<file path="src/common/cpu_defines.svh">
`ifndef CPU_DEFINES_SVH
`define CPU_DEFINES_SVH

// datapath and register file geometry
`define CPU_XLEN      32
`define CPU_REG_W     5
`define CPU_NREGS     32
`define CPU_LINK_REG  31   // written by jal

// opcodes, instr[31:27]
`define OP_RTYPE  5'b00000
`define OP_J      5'b00001
`define OP_BNE    5'b00010
`define OP_JAL    5'b00011
`define OP_JR     5'b00100
`define OP_ADDI   5'b00101
`define OP_BLT    5'b00110
`define OP_SW     5'b00111
`define OP_LW     5'b01000

// R-type alu op field, instr[6:2]
`define ALU_ADD  5'b00000
`define ALU_SUB  5'b00001
`define ALU_AND  5'b00010
`define ALU_OR   5'b00011
`define ALU_SLL  5'b00100
`define ALU_SRA  5'b00101

`endif

</file>
<file path="src/common/cpu_pkg.sv">
`include "cpu_defines.svh"

package cpu_pkg;

    typedef logic [`CPU_XLEN-1:0]  word_t;
    typedef logic [`CPU_REG_W-1:0] reg_idx_t;

    typedef enum logic [4:0] {
        ALU_OP_ADD = `ALU_ADD,
        ALU_OP_SUB = `ALU_SUB,
        ALU_OP_AND = `ALU_AND,
        ALU_OP_OR  = `ALU_OR,
        ALU_OP_SLL = `ALU_SLL,
        ALU_OP_SRA = `ALU_SRA
    } alu_op_e;

    // none must stay zero so that a cleared ctrl is a nop
    typedef enum logic [2:0] {
        BR_NONE,
        BR_J,
        BR_JAL,
        BR_JR,
        BR_BNE,
        BR_BLT
    } branch_e;

    typedef struct packed {
        alu_op_e  alu_op;
        logic     use_imm;   // operand b is the immediate
        logic     is_load;
        logic     is_store;
        branch_e  branch;
        logic     reg_wr;
        reg_idx_t rd;        // also the store data register
    } ctrl_t;

    typedef struct packed {
        word_t pc;
        word_t instr;
    } fd_t;

    typedef struct packed {
        word_t    pc;
        ctrl_t    ctrl;
        reg_idx_t rs;
        reg_idx_t rt;        // rt for R-type, rd otherwise
        word_t    a;
        word_t    b;
        word_t    imm;
        logic [4:0] shamt;
        word_t    target;
    } dx_t;

    typedef struct packed {
        word_t pc;
        ctrl_t ctrl;
        word_t o;
        word_t b;
    } xm_t;

    typedef struct packed {
        ctrl_t ctrl;
        word_t o;
        word_t d;
    } mw_t;

    typedef struct packed {
        word_t addr;
        word_t wdata;
        logic  wren;
    } dmem_req_t;

    typedef struct packed {
        logic     we;
        reg_idx_t rd;
        word_t    data;
    } wb_t;

endpackage

</file>
<file path="src/decode/decode_stage.sv">
`timescale 1ns/100ps
`include "cpu_defines.svh"

module decode_stage (
    input  logic              clock,
    input  logic              reset_i,
    input  cpu_pkg::fd_t      fd_i,
    input  logic              flush_i,
    input  cpu_pkg::ctrl_t    dx_ctrl_i,
    input  cpu_pkg::word_t    rdata_a_i,
    input  cpu_pkg::word_t    rdata_b_i,
    output cpu_pkg::reg_idx_t raddr_a_o,
    output cpu_pkg::reg_idx_t raddr_b_o,
    output logic              stall_o,
    output cpu_pkg::dx_t      dx_o
);
    import cpu_pkg::*;

    logic [4:0] opcode;
    reg_idx_t   rd;
    reg_idx_t   rs;
    reg_idx_t   src2;
    ctrl_t      ctrl;
    dx_t        dx_q;

    assign opcode = fd_i.instr[31:27];
    assign rd     = fd_i.instr[26:22];
    assign rs     = fd_i.instr[21:17];
    assign src2   = (opcode == `OP_RTYPE) ? fd_i.instr[16:12] : rd;   // rd carries sw/branch data

    always_comb begin
        ctrl    = '0;
        ctrl.rd = rd;
        case (opcode)
            `OP_RTYPE: begin
                ctrl.alu_op = alu_op_e'(fd_i.instr[6:2]);
                ctrl.reg_wr = 1'b1;
            end
            `OP_ADDI: begin
                ctrl.use_imm = 1'b1;
                ctrl.reg_wr  = 1'b1;
            end
            `OP_LW: begin
                ctrl.use_imm = 1'b1;
                ctrl.is_load = 1'b1;
                ctrl.reg_wr  = 1'b1;
            end
            `OP_SW: begin
                ctrl.use_imm  = 1'b1;
                ctrl.is_store = 1'b1;
            end
            `OP_J:   ctrl.branch = BR_J;
            `OP_JR:  ctrl.branch = BR_JR;
            `OP_JAL: begin
                ctrl.branch = BR_JAL;
                ctrl.reg_wr = 1'b1;
                ctrl.rd     = reg_idx_t'(`CPU_LINK_REG);
            end
            `OP_BNE: begin
                ctrl.alu_op = ALU_OP_SUB;    // compare by subtraction
                ctrl.branch = BR_BNE;
            end
            `OP_BLT: begin
                ctrl.alu_op = ALU_OP_SUB;
                ctrl.branch = BR_BLT;
            end
            default: ctrl = '0;              // unknown opcode decodes as nop
        endcase
    end

    // store data is bypassed in memory, so sw only waits on its base register
    assign stall_o = dx_ctrl_i.is_load && (dx_ctrl_i.rd != '0) &&
                     ((dx_ctrl_i.rd == rs) || ((dx_ctrl_i.rd == src2) && !ctrl.is_store));

    assign raddr_a_o = rs;
    assign raddr_b_o = src2;

    always_ff @(posedge clock) begin
        if (reset_i || flush_i || stall_o) begin
            dx_q <= '0;                      // bubble
        end else begin
            dx_q.pc     <= fd_i.pc;
            dx_q.ctrl   <= ctrl;
            dx_q.rs     <= rs;
            dx_q.rt     <= src2;
            dx_q.a      <= rdata_a_i;
            dx_q.b      <= rdata_b_i;
            dx_q.imm    <= {{15{fd_i.instr[16]}}, fd_i.instr[16:0]};
            dx_q.shamt  <= fd_i.instr[11:7];
            dx_q.target <= {{5{fd_i.instr[26]}}, fd_i.instr[26:0]};
        end
    end

    assign dx_o = dx_q;

    // a stalled instruction stays in FD for the retry
    a_stall_holds_fd: assert property (
        @(posedge clock) disable iff (reset_i) (stall_o && !flush_i) |=> $stable(fd_i)
    );

endmodule

</file>
<file path="src/design/cpu_core.sv">
`timescale 1ns/100ps

module cpu_core (
    input  logic                clock,
    input  logic                reset_i,
    input  cpu_pkg::word_t      instr_i,
    input  cpu_pkg::word_t      dmem_rdata_i,
    output cpu_pkg::word_t      imem_addr_o,
    output cpu_pkg::dmem_req_t  dmem_req_o
);
    import cpu_pkg::*;

    fd_t      fd;
    dx_t      dx;
    xm_t      xm;
    mw_t      mw;
    wb_t      wb;
    logic     stall;
    logic     jump_en;
    word_t    jump_pc;
    reg_idx_t raddr_a;
    reg_idx_t raddr_b;
    word_t    rdata_a;
    word_t    rdata_b;

    fetch_stage i_fetch (
        .clock       (clock),
        .reset_i     (reset_i),
        .stall_i     (stall),
        .jump_en_i   (jump_en),
        .jump_pc_i   (jump_pc),
        .instr_i     (instr_i),
        .imem_addr_o (imem_addr_o),
        .fd_o        (fd)
    );

    decode_stage i_decode (
        .clock     (clock),
        .reset_i   (reset_i),
        .fd_i      (fd),
        .flush_i   (jump_en),
        .dx_ctrl_i (dx.ctrl),
        .rdata_a_i (rdata_a),
        .rdata_b_i (rdata_b),
        .raddr_a_o (raddr_a),
        .raddr_b_o (raddr_b),
        .stall_o   (stall),
        .dx_o      (dx)
    );

    execute_stage i_execute (
        .clock     (clock),
        .reset_i   (reset_i),
        .dx_i      (dx),
        .xm_fwd_i  (xm),
        .wb_i      (wb),
        .jump_en_o (jump_en),
        .jump_pc_o (jump_pc),
        .xm_o      (xm)
    );

    memory_stage i_memory (
        .clock        (clock),
        .reset_i      (reset_i),
        .xm_i         (xm),
        .wb_i         (wb),
        .dmem_rdata_i (dmem_rdata_i),
        .dmem_req_o   (dmem_req_o),
        .mw_o         (mw)
    );

    writeback_regfile i_regfile (
        .clock     (clock),
        .reset_i   (reset_i),
        .mw_i      (mw),
        .raddr_a_i (raddr_a),
        .raddr_b_i (raddr_b),
        .rdata_a_o (rdata_a),
        .rdata_b_o (rdata_b),
        .wb_o      (wb)
    );

endmodule

</file>
<file path="src/design/writeback_regfile.sv">
`timescale 1ns/100ps
`include "cpu_defines.svh"

module writeback_regfile (
    input  logic              clock,
    input  logic              reset_i,
    input  cpu_pkg::mw_t      mw_i,
    input  cpu_pkg::reg_idx_t raddr_a_i,
    input  cpu_pkg::reg_idx_t raddr_b_i,
    output cpu_pkg::word_t    rdata_a_o,
    output cpu_pkg::word_t    rdata_b_o,
    output cpu_pkg::wb_t      wb_o
);
    import cpu_pkg::*;

    word_t regs [`CPU_NREGS];
    wb_t   wb;

    // r0 is never written, so it reads as zero
    assign wb.we   = mw_i.ctrl.reg_wr && (mw_i.ctrl.rd != '0);
    assign wb.rd   = mw_i.ctrl.rd;
    assign wb.data = mw_i.ctrl.is_load ? mw_i.d : mw_i.o;

    always_ff @(posedge clock) begin
        if (reset_i) begin
            for (int i = 0; i < `CPU_NREGS; i++) begin
                regs[i] <= '0;
            end
        end else if (wb.we) begin
            regs[wb.rd] <= wb.data;
        end
    end

    // write-through so decode sees this cycle's writeback
    assign rdata_a_o = (wb.we && wb.rd == raddr_a_i) ? wb.data : regs[raddr_a_i];
    assign rdata_b_o = (wb.we && wb.rd == raddr_b_i) ? wb.data : regs[raddr_b_i];

    assign wb_o = wb;

endmodule

</file>
<file path="src/execute/execute_stage.sv">
`timescale 1ns/100ps

module execute_stage (
    input  logic           clock,
    input  logic           reset_i,
    input  cpu_pkg::dx_t   dx_i,
    input  cpu_pkg::xm_t   xm_fwd_i,
    input  cpu_pkg::wb_t   wb_i,
    output logic           jump_en_o,
    output cpu_pkg::word_t jump_pc_o,
    output cpu_pkg::xm_t   xm_o
);
    import cpu_pkg::*;

    word_t a_fwd;
    word_t b_fwd;
    word_t alu_x;
    word_t alu_y;
    word_t alu_res;
    word_t result;
    logic  is_cmp;
    logic  ne;
    logic  lt;
    xm_t   xm_q;

    // newest producer wins; a load in XM has no data yet
    function automatic word_t bypass(input reg_idx_t src, input word_t reg_val);
        word_t val;
        val = reg_val;
        if (src != '0) begin
            if (xm_fwd_i.ctrl.reg_wr && !xm_fwd_i.ctrl.is_load && xm_fwd_i.ctrl.rd == src) begin
                val = xm_fwd_i.o;
            end else if (wb_i.we && wb_i.rd == src) begin
                val = wb_i.data;
            end
        end
        return val;
    endfunction

    assign a_fwd = bypass(dx_i.rs, dx_i.a);
    assign b_fwd = bypass(dx_i.rt, dx_i.b);

    // branches subtract rs from rd
    assign is_cmp = (dx_i.ctrl.branch == BR_BNE) || (dx_i.ctrl.branch == BR_BLT);
    assign alu_x  = is_cmp ? b_fwd : a_fwd;
    assign alu_y  = is_cmp ? a_fwd : (dx_i.ctrl.use_imm ? dx_i.imm : b_fwd);

    always_comb begin
        case (dx_i.ctrl.alu_op)
            ALU_OP_ADD: alu_res = alu_x + alu_y;
            ALU_OP_SUB: alu_res = alu_x - alu_y;
            ALU_OP_AND: alu_res = alu_x & alu_y;
            ALU_OP_OR:  alu_res = alu_x | alu_y;
            ALU_OP_SLL: alu_res = alu_x << dx_i.shamt;
            ALU_OP_SRA: alu_res = word_t'($signed(alu_x) >>> dx_i.shamt);
            default:    alu_res = '0;
        endcase
    end

    assign ne = (alu_res != '0);
    // signed less-than from the difference, corrected when signs differ
    assign lt = (alu_x[31] ^ alu_y[31]) ? alu_x[31] : alu_res[31];

    always_comb begin
        jump_en_o = 1'b0;
        jump_pc_o = dx_i.target;
        case (dx_i.ctrl.branch)
            BR_J, BR_JAL: jump_en_o = 1'b1;
            BR_JR: begin
                jump_en_o = 1'b1;
                jump_pc_o = b_fwd;           // rd value
            end
            BR_BNE: begin
                jump_en_o = ne;
                jump_pc_o = dx_i.pc + 32'd1 + dx_i.imm;
            end
            BR_BLT: begin
                jump_en_o = lt;
                jump_pc_o = dx_i.pc + 32'd1 + dx_i.imm;
            end
            default: jump_en_o = 1'b0;
        endcase
    end

    assign result = (dx_i.ctrl.branch == BR_JAL) ? dx_i.pc + 32'd1 : alu_res;  // link value

    always_ff @(posedge clock) begin
        if (reset_i) begin
            xm_q <= '0;
        end else begin
            xm_q.pc   <= dx_i.pc;
            xm_q.ctrl <= dx_i.ctrl;
            xm_q.o    <= result;
            xm_q.b    <= b_fwd;
        end
    end

    assign xm_o = xm_q;

endmodule

</file>
<file path="src/fetch/fetch_stage.sv">
`timescale 1ns/100ps

module fetch_stage (
    input  logic           clock,
    input  logic           reset_i,
    input  logic           stall_i,
    input  logic           jump_en_i,
    input  cpu_pkg::word_t jump_pc_i,
    input  cpu_pkg::word_t instr_i,
    output cpu_pkg::word_t imem_addr_o,
    output cpu_pkg::fd_t   fd_o
);
    import cpu_pkg::*;

    word_t pc_q;
    word_t pc_next;
    fd_t   fd_q;

    // jump has priority over a load-use hold
    always_comb begin
        if (jump_en_i) begin
            pc_next = jump_pc_i;
        end else if (stall_i) begin
            pc_next = pc_q;
        end else begin
            pc_next = pc_q + 32'd1;
        end
    end

    always_ff @(posedge clock) begin
        if (reset_i) begin
            pc_q <= '0;
            fd_q <= '0;
        end else begin
            pc_q <= pc_next;
            if (jump_en_i) begin
                fd_q <= '0;                                   // squash fetched word
            end else if (!stall_i) begin
                fd_q <= '{pc: pc_q, instr: instr_i};
            end
        end
    end

    assign imem_addr_o = pc_q;
    assign fd_o        = fd_q;

    a_pc_known: assert property (@(posedge clock) disable iff (reset_i) !$isunknown(pc_q));

endmodule

</file>
<file path="src/memory/memory_stage.sv">
`timescale 1ns/100ps

module memory_stage (
    input  logic                clock,
    input  logic                reset_i,
    input  cpu_pkg::xm_t        xm_i,
    input  cpu_pkg::wb_t        wb_i,
    input  cpu_pkg::word_t      dmem_rdata_i,
    output cpu_pkg::dmem_req_t  dmem_req_o,
    output cpu_pkg::mw_t        mw_o
);
    import cpu_pkg::*;

    word_t store_data;
    mw_t   mw_q;

    // covers a load directly followed by a store of its result
    assign store_data = (wb_i.we && wb_i.rd == xm_i.ctrl.rd) ? wb_i.data : xm_i.b;

    assign dmem_req_o.addr  = xm_i.o;
    assign dmem_req_o.wdata = store_data;
    assign dmem_req_o.wren  = xm_i.ctrl.is_store;

    always_ff @(posedge clock) begin
        if (reset_i) begin
            mw_q <= '0;
        end else begin
            mw_q.ctrl <= xm_i.ctrl;
            mw_q.o    <= xm_i.o;
            mw_q.d    <= dmem_rdata_i;
        end
    end

    assign mw_o = mw_q;

    // a dmem write is a plain store, never a load or a register write
    a_wren_store: assert property (
        @(posedge clock) disable iff (reset_i)
        dmem_req_o.wren |-> (!xm_i.ctrl.is_load && !xm_i.ctrl.reg_wr)
    );

endmodule

</file>
<file path="config.mk">
export PLATFORM = sky130hd
export DESIGN_NAME = cpu_core
export DESIGN_NICKNAME = d
export VERILOG_FILES = /design/src/common/cpu_pkg.sv /design/src/decode/decode_stage.sv /design/src/design/cpu_core.sv /design/src/design/writeback_regfile.sv /design/src/execute/execute_stage.sv /design/src/fetch/fetch_stage.sv /design/src/memory/memory_stage.sv
export VERILOG_INCLUDE_DIRS = /design/src /design/src/common
export SDC_FILE = /design/constraint.sdc
export NUM_CORES = 2
export LEC_CHECK = 0
export ABC_CLOCK_PERIOD_IN_PS = 20600
export BUFFER_PORTS_ARGS = -buffer_cell sky130_fd_sc_hd__buf_2
export CAP_MARGIN = 15
export CORE_UTILIZATION = 40
export CTS_CLUSTER_DIAMETER = 50
export DETAILED_ROUTE_END_ITERATION = 8
export GPL_TIMING_DRIVEN = 0
export HOLD_SLACK_MARGIN = 0.15
export PLACE_DENSITY = 0.51
export RECOVER_POWER = 100
export SETUP_SLACK_MARGIN = 0.02
export SYNTH_ARGS = -nofsm -noshare
export SYNTH_HDL_FRONTEND = slang
export SYNTH_SLANG_ARGS = --single-unit
</file>
<file path="constraint.sdc">
create_clock -name clock -period 20.6 [get_ports clock]
set_input_delay 3.09 -clock clock [delete_from_list [all_inputs] [get_ports clock]]
set_output_delay 3.09 -clock clock [all_outputs]
set_load 0.02 [all_outputs]
</file>
Word level (Yosys, flattened, before mapping)

Memories as Yosys holds them, arrays and structs flattened. A register that Yosys moved wholly into a read port is not among the register bits.
Cells that the tools add are included.

Bits in registers: 347
Memory bits (writable): 1024
Bits of input ports: 66
Output and inout bits: 97
Word-level logic and storage cells: 129
Memories: 1

Add/subtract/negate cells: 5
Equal/unequal tests: 26
Shift-type cells: 2
Multiplexer cells: 34
Bitwise logic cells: 3
Reduce and logical (&&, ||, !) cells: 31

Memory list:

| memory         | depth | bits a word | read ports | clocked after Yosys merged registers in | wr ports | RTL line                | text |
|---|---|---|---|---|---|---|---|
| i_regfile.regs | 32    | 32          | 2          | 2                                       | 32       | writeback_regfile.sv:16 | `` word_t regs [`CPU_NREGS]; `` |

Operator list:

| cell                  | number |
|---|---|
| $mux 32               | 15 |
| $pmux 32 s6           | 1 |
| $add 32x1->32 const B | 2 |
| $add 32x32->32        | 2 |
| $pmux 32 s2           | 1 |
| $eq 5x5->1            | 7 |
| $and 32x32->32        | 1 |
| $or 32x32->32         | 1 |
| $reduce_bool 32->1    | 1 |
| $reduce_or 32->1      | 1 |
| $shl 32x5->32         | 1 |
| $sshr 32x5->32        | 1 |
| $sub 32x32->32        | 1 |
| $eq 5x3->1 const B    | 6 |
| $eq 5x2->1 const B    | 4 |
| $pmux 5 s2            | 2 |
| $reduce_bool 5->1     | 4 |
| $pmux 3 s5            | 1 |
| $mux 1                | 11 |
| $eq 5x1->1 const B    | 2 |
| $logic_and 1x1->1     | 10 |
| $logic_not 5->1       | 2 |
| $mux 5                | 2 |
| $reduce_or 8->1       | 1 |
| other kinds (12)      | 21 |

Depth between registers and ports, before layout

Depth in word-level cells: 14
Gate-level depth with buffers: 39
Mapped depth without buffers: 30

By module

A second synthesis with hierarchy kept.

Cells, all modules: 7257
Area, all modules: 82006.2 um2

Modules (own cells, without submodules):

| module            | instances | cells an instance | area an instance (um2) | seq. area each (um2) |
|---|---|---|---|---|
| writeback_regfile | 1         | 3560              | 51784.7                | 30749.5 |
| execute_stage     | 1         | 2403              | 17498.0                | 2262.2 |
| decode_stage      | 1         | 601               | 5525.3                 | 2902.8 |
| fetch_stage       | 1         | 446               | 4187.8                 | 1921.8 |
| memory_stage      | 1         | 247               | 3010.4                 | 1621.6 |

Worst setup path before layout

No wires, ideal clock.

Path kind: register to register
Start: register i_decode.dx_q, in the netlist i_decode.dx_o[133]
End: register i_fetch.pc_q[12] (netlist: i_fetch.imem_addr_o[12])
Setup time: 0.116 ns
Arrival: 7.230 ns
Data required time: 20.484 ns
Path slack: 13.253 ns
Stages on the path, launching flop included: 31
Path buffers: 4
Period minus slack after synthesis: 7.347 ns
Cell sequence: dfxtp_1 or4_4 or2_1 buf_2 nand4_1 o41ai_1 a311oi_1 o31ai_1 or4b_4 or3_1 or3_1 o21ai_0 xnor2_1 ha_1 a21o_1 a21o_1 a221oi_1 o21ai_0 a21o_1 a21oi_1 xor2_1 o22ai_1 or4b_1 or4_1 nor4_2 and4_1 buf_2 nor2_1 buf_2 buf_2 o211a_1

Word-level cells in the longest chain between the ends: 12
Elaborated cells between the ends (all ways): 25
Classes of those cells: add/sub: 2; eq/ne: 3; shift: 2; mux: 11; bitwise: 3; reduce/logical: 4

RTL lines:

| element                                                | RTL line                                 | text |
|---|---|---|
| start: declaration                                     | decode_stage.sv:24                       | `dx_t dx_q;` |
| $eq 5x5->1                                             | execute_stage.sv:33                      | `end else if (wb_i.we && wb_i.rd == src) begin` |
| $logic_and 1x1->1                                      | execute_stage.sv:33                      |  |
| $mux 32                                                | execute_stage.sv:33                      |  |
| $mux 32                                                | execute_stage.sv:31                      | `if (xm_fwd_i.ctrl.reg_wr && !xm_fwd_i.ctrl.is_load && xm_fwd_i.ctrl.rd == src) begin` |
| $mux 32 (*)                                            | execute_stage.sv:30                      | `if (src != '0) begin` |
| $mux 32 (2 in series)                                  | execute_stage.sv:46                      | `assign alu_y = is_cmp ? a_fwd : (dx_i.ctrl.use_imm ? dx_i.imm : b_fwd);` |
| $sub 32x32->32, or another cell as far along           | execute_stage.sv:51                      | `ALU_OP_SUB: alu_res = alu_x - alu_y;` |
| $pmux 32 s6                                            | execute_stage.sv:49                      | `case (dx_i.ctrl.alu_op)` |
| $reduce_bool 32->1 or $mux 1 (tied branches)           | execute_stage.sv:60, execute_stage.sv:62 |  |
| $pmux 1 s3                                             | execute_stage.sv:67                      | `case (dx_i.ctrl.branch)` |
| $ne 2x1->1 (no source line) or $mux 32 (tied branches) | -                                        |  |
| end signal: assignment                                 | fetch_stage.sv:35                        | `pc_q <= pc_next;` |
| end: declaration                                       | fetch_stage.sv:15                        | `word_t pc_q;` |

Mark *: on every way between the ends. The rest lies on a longest branch, timed or not.
A chain may end at the register's enable or synchronous reset.

Worst setup path after layout

Start: register i_memory.mw_q, in the netlist i_memory.mw_o[74]
End: register i_decode.dx_q, in the netlist i_decode.dx_o[4]

Word-level cells in the longest chain between the ends: 12
Elaborated cells between the ends (all ways): 23
Classes of those cells: add/sub: 2; shift: 2; mux: 13; bitwise: 3; reduce/logical: 3

RTL lines:

| element                                      | RTL line                                 | text |
|---|---|---|
| start: declaration                           | memory_stage.sv:15                       | `mw_t mw_q;` |
| $mux 32 (*)                                  | writeback_regfile.sv:22                  | `assign wb.data = mw_i.ctrl.is_load ? mw_i.d : mw_i.o;` |
| $mux 32                                      | execute_stage.sv:33                      |  |
| $mux 32                                      | execute_stage.sv:31                      |  |
| $mux 32                                      | execute_stage.sv:30                      |  |
| $mux 32 (2 in series)                        | execute_stage.sv:46                      |  |
| $sub 32x32->32, or another cell as far along | execute_stage.sv:51                      |  |
| $pmux 32 s6                                  | execute_stage.sv:49                      |  |
| $reduce_bool 32->1 or $mux 1 (tied branches) | execute_stage.sv:60, execute_stage.sv:62 |  |
| $pmux 1 s3 (*)                               | execute_stage.sv:67                      |  |
| $logic_or 1x1->1 (*) (2 in series)           | decode_stage.sv:79                       | `if (reset_i \|\| flush_i \|\| stall_o) begin` |

Marked as above.

==> metrics.yaml <==
place.gp.congestion: 1.12
pin_count: 163
grt_max_degree: 33
maxSlewViolCount: 780
violations: "capacitance limit, slew limit"
grt_usage_pct: 46.3
hp-class: "reg -> reg"
cts.sinks: 1408
finalSetupViolCount: 0
drt_iter0_drc: 13000
crit_slowest_cell: "mux2i_1"
initial_core_util_pct: 40.4
crit_required_ps: 21380
drcViolationCount: 0
synth_area_sq_um: 80900
syn_inst: 8252
viasPerCell: 6.77
synth-async-reset-ratio_pct: 0
period_minus_slack_ps: 17020
leakagePower_nw: 32.2
ant_nets: 0
synth_edf_count: 1024
cts_setup_buffers: 0
port_buffers: 161
hold_buffers: 0
nFillCells: 19400
synth_ff_type: "edfxtp_1"
vdd_drop_max_v: 0.0000983
wire_per_inst_um: 41.6
gr-total-overflow: 0
antenna_found_initial: 38
status: "finished with violations"
grt_pass1_wl_um: 640000
worst_slew_pin_slew_ps: 3260
clk_latency_ps: 890
min_period_over_period_pct: 82.6
fp.dieW_um: 452
syn_area_per_cell_sq_um: 9.80
p_per_area_nw_per_um2: 120
ctsHtreeMaxLevel: 4
root_buffer: "clkbuf_16"
start_kind: "flop"
finalClockSkew_ps: 88.3
wl_um: 483000
dieArea_sq_um: 204000
fmax_mhz: 58.7
endpoint_kind: "flop"
cts.path.max_buffers: 3
critPathArrivalTime_ps: 17800
grt_pass1_vias: 73600
die_h_um: 452
drt_first_pass_iters: 8
ys_ff_latch: 1408
rows: 164
ys_types: 108
synth_warnings: 0
via_count: 78600
critPathKind: "reg -> reg"
area_delta_synth_final_pct: 14.9
path_clk_slew_ps: 60
dp_hpwl_um: 366000
ys_seq_area_share_pct: 47.5
rsz0062_at_grt: "false"
mostFrequentLayoutCells: "nor2_1, nand2_1, edfxtp_1, clkbuf_1, dfxtp_1"
core_sq_um: 200000
max_stage_delay_ps: 2520
post_cts_resized: 0
cts_tree: "built"
tns_ps: 0
cts_buffers: 184
cpMostUsedCell: "clkbuf_1"
layout_commonest_cell: "nor2_1"
finalHoldViolCount: 0
crit_fanout: 10
layout-drive-gt1-share_pct: 11.8
nets: 8914
p_total_mw: 11.2
slew_headroom_pct: -124
cap_violations: 47
## where the power goes
part | switching (mW) | leakage, nW | total (mW) | internal [mW]
clock | 1.42 | 2.95 | 3.26 | 1.84
sequential | 0.291 | 13.7 | 3.53 | 3.23
combinational | 3.22 | 15.5 | 4.40 | 1.18
## critical path: cells and delay by family, from the launching register on
family	cells	cell delay, ps
compound gates	7	3930
xor+xnor	1	660
fa+ha+maj	1	320
buf+inv	6	5120
flops	1	300
mux	2	2690
simple gates	12	3760
## path summary, 6_finish.rpt
| kind | cells past startpoint | startpoint | slack, ps | to |
|---|---|---|---|---|
| setup / recovery | 29 | i_memory.mw_o[74] | 3580 | i_decode.dx_o[4] |
| hold / removal | 1 | i_decode.dx_o[152] | 450 | i_execute.xm_o[73] |
| setup reg to reg | 29 | i_memory.mw_o[74] | 3580 | i_decode.dx_o[4] |
| hold reg to reg | 1 | i_decode.dx_o[152] | 450 | i_execute.xm_o[73] |
## sequential cells by signal (all words and copies together) (netlist names)
signal and count:
i_decode.dx_o 145, i_fetch.fd_o 64, i_fetch.imem_addr_o 32, i_regfile.regs 1024, i_execute.xm_o 72, i_memory.mw_o 71
## synth_stat cells (63+ instances only)
cell type / n / area, sq um
nor2_1: 1437 / 5390
nand2_1: 1327 / 4980
edfxtp_1: 1024 / 30700
clkbuf_1: 629 / 2360
dfxtp_1: 384 / 7690
nand3_1: 371 / 1860
mux4_2: 357 / 8040
a21oi_1: 240 / 1200
a311oi_1: 209 / 1830
and3_1: 180 / 1130
a211oi_1: 149 / 1120
o21ai_0: 141 / 706
mux2i_1: 133 / 1330
nor3_1: 127 / 636
xnor2_1: 113 / 990
a31oi_1: 111 / 694
nor2b_1: 89 / 557
and2_1: 83 / 519
buf_1: 76 / 285
ha_1: 75 / 938
xor2_1: 63 / 552
## cell families after synthesis
kind of cell    Yosys count  synth area share, %
compound gates         1359                 12.2
other cells               1              0.00464
fa+ha+maj                95                 1.43
mux                     527                 12.1
xor+xnor                176                 1.91
flops                  1408                 47.5
simple gates           3838                 20.6
buf+inv                 848                 4.25
## final cells by class
cell class	instances	area, sq um	area share, %
multi-input combinational	6027	39400	42.4
sequential	1408	38400	41.4
clock buffer	227	4890	5.26
tap	2656	3320	3.58
buffer	786	3150	3.39
timing repair buffer	302	2120	2.29
clock inverter	113	1250	1.35
inverter	62	233	0.250
antenna	31	77.6	0.0835
## layer usage
metal	share of wire (%)	wire [um]	global-route usage, %	up-vias
met2	43	207000	69.2	6504
li1	-	-	-	31300
met5	0.057	274	1.61	-
met3	12	57500	13.9	1778
met1	34	165000	53.8	38900
met4	11	53600	41.0	20
## stage by stage
stage | instances | util (%) | hold WS [ps] | cell area [sq um] | setup WS [ps]
floorplan | 8283 | - | 414 | 81000 | 13250
CTS | 11500 | 46.7 | 457 | 93500 | 8180
global placement | 11100 | 42.5 | 429 | 85100 | 5960
detailed placement | 11200 | 43.6 | 441 | 87400 | 8220
finish | 11600 | 46.4 | 449 | 92900 | 3580
global route | 11600 | 46.4 | 466 | 92900 | 3950
Power figures use the tool's default switching activity.
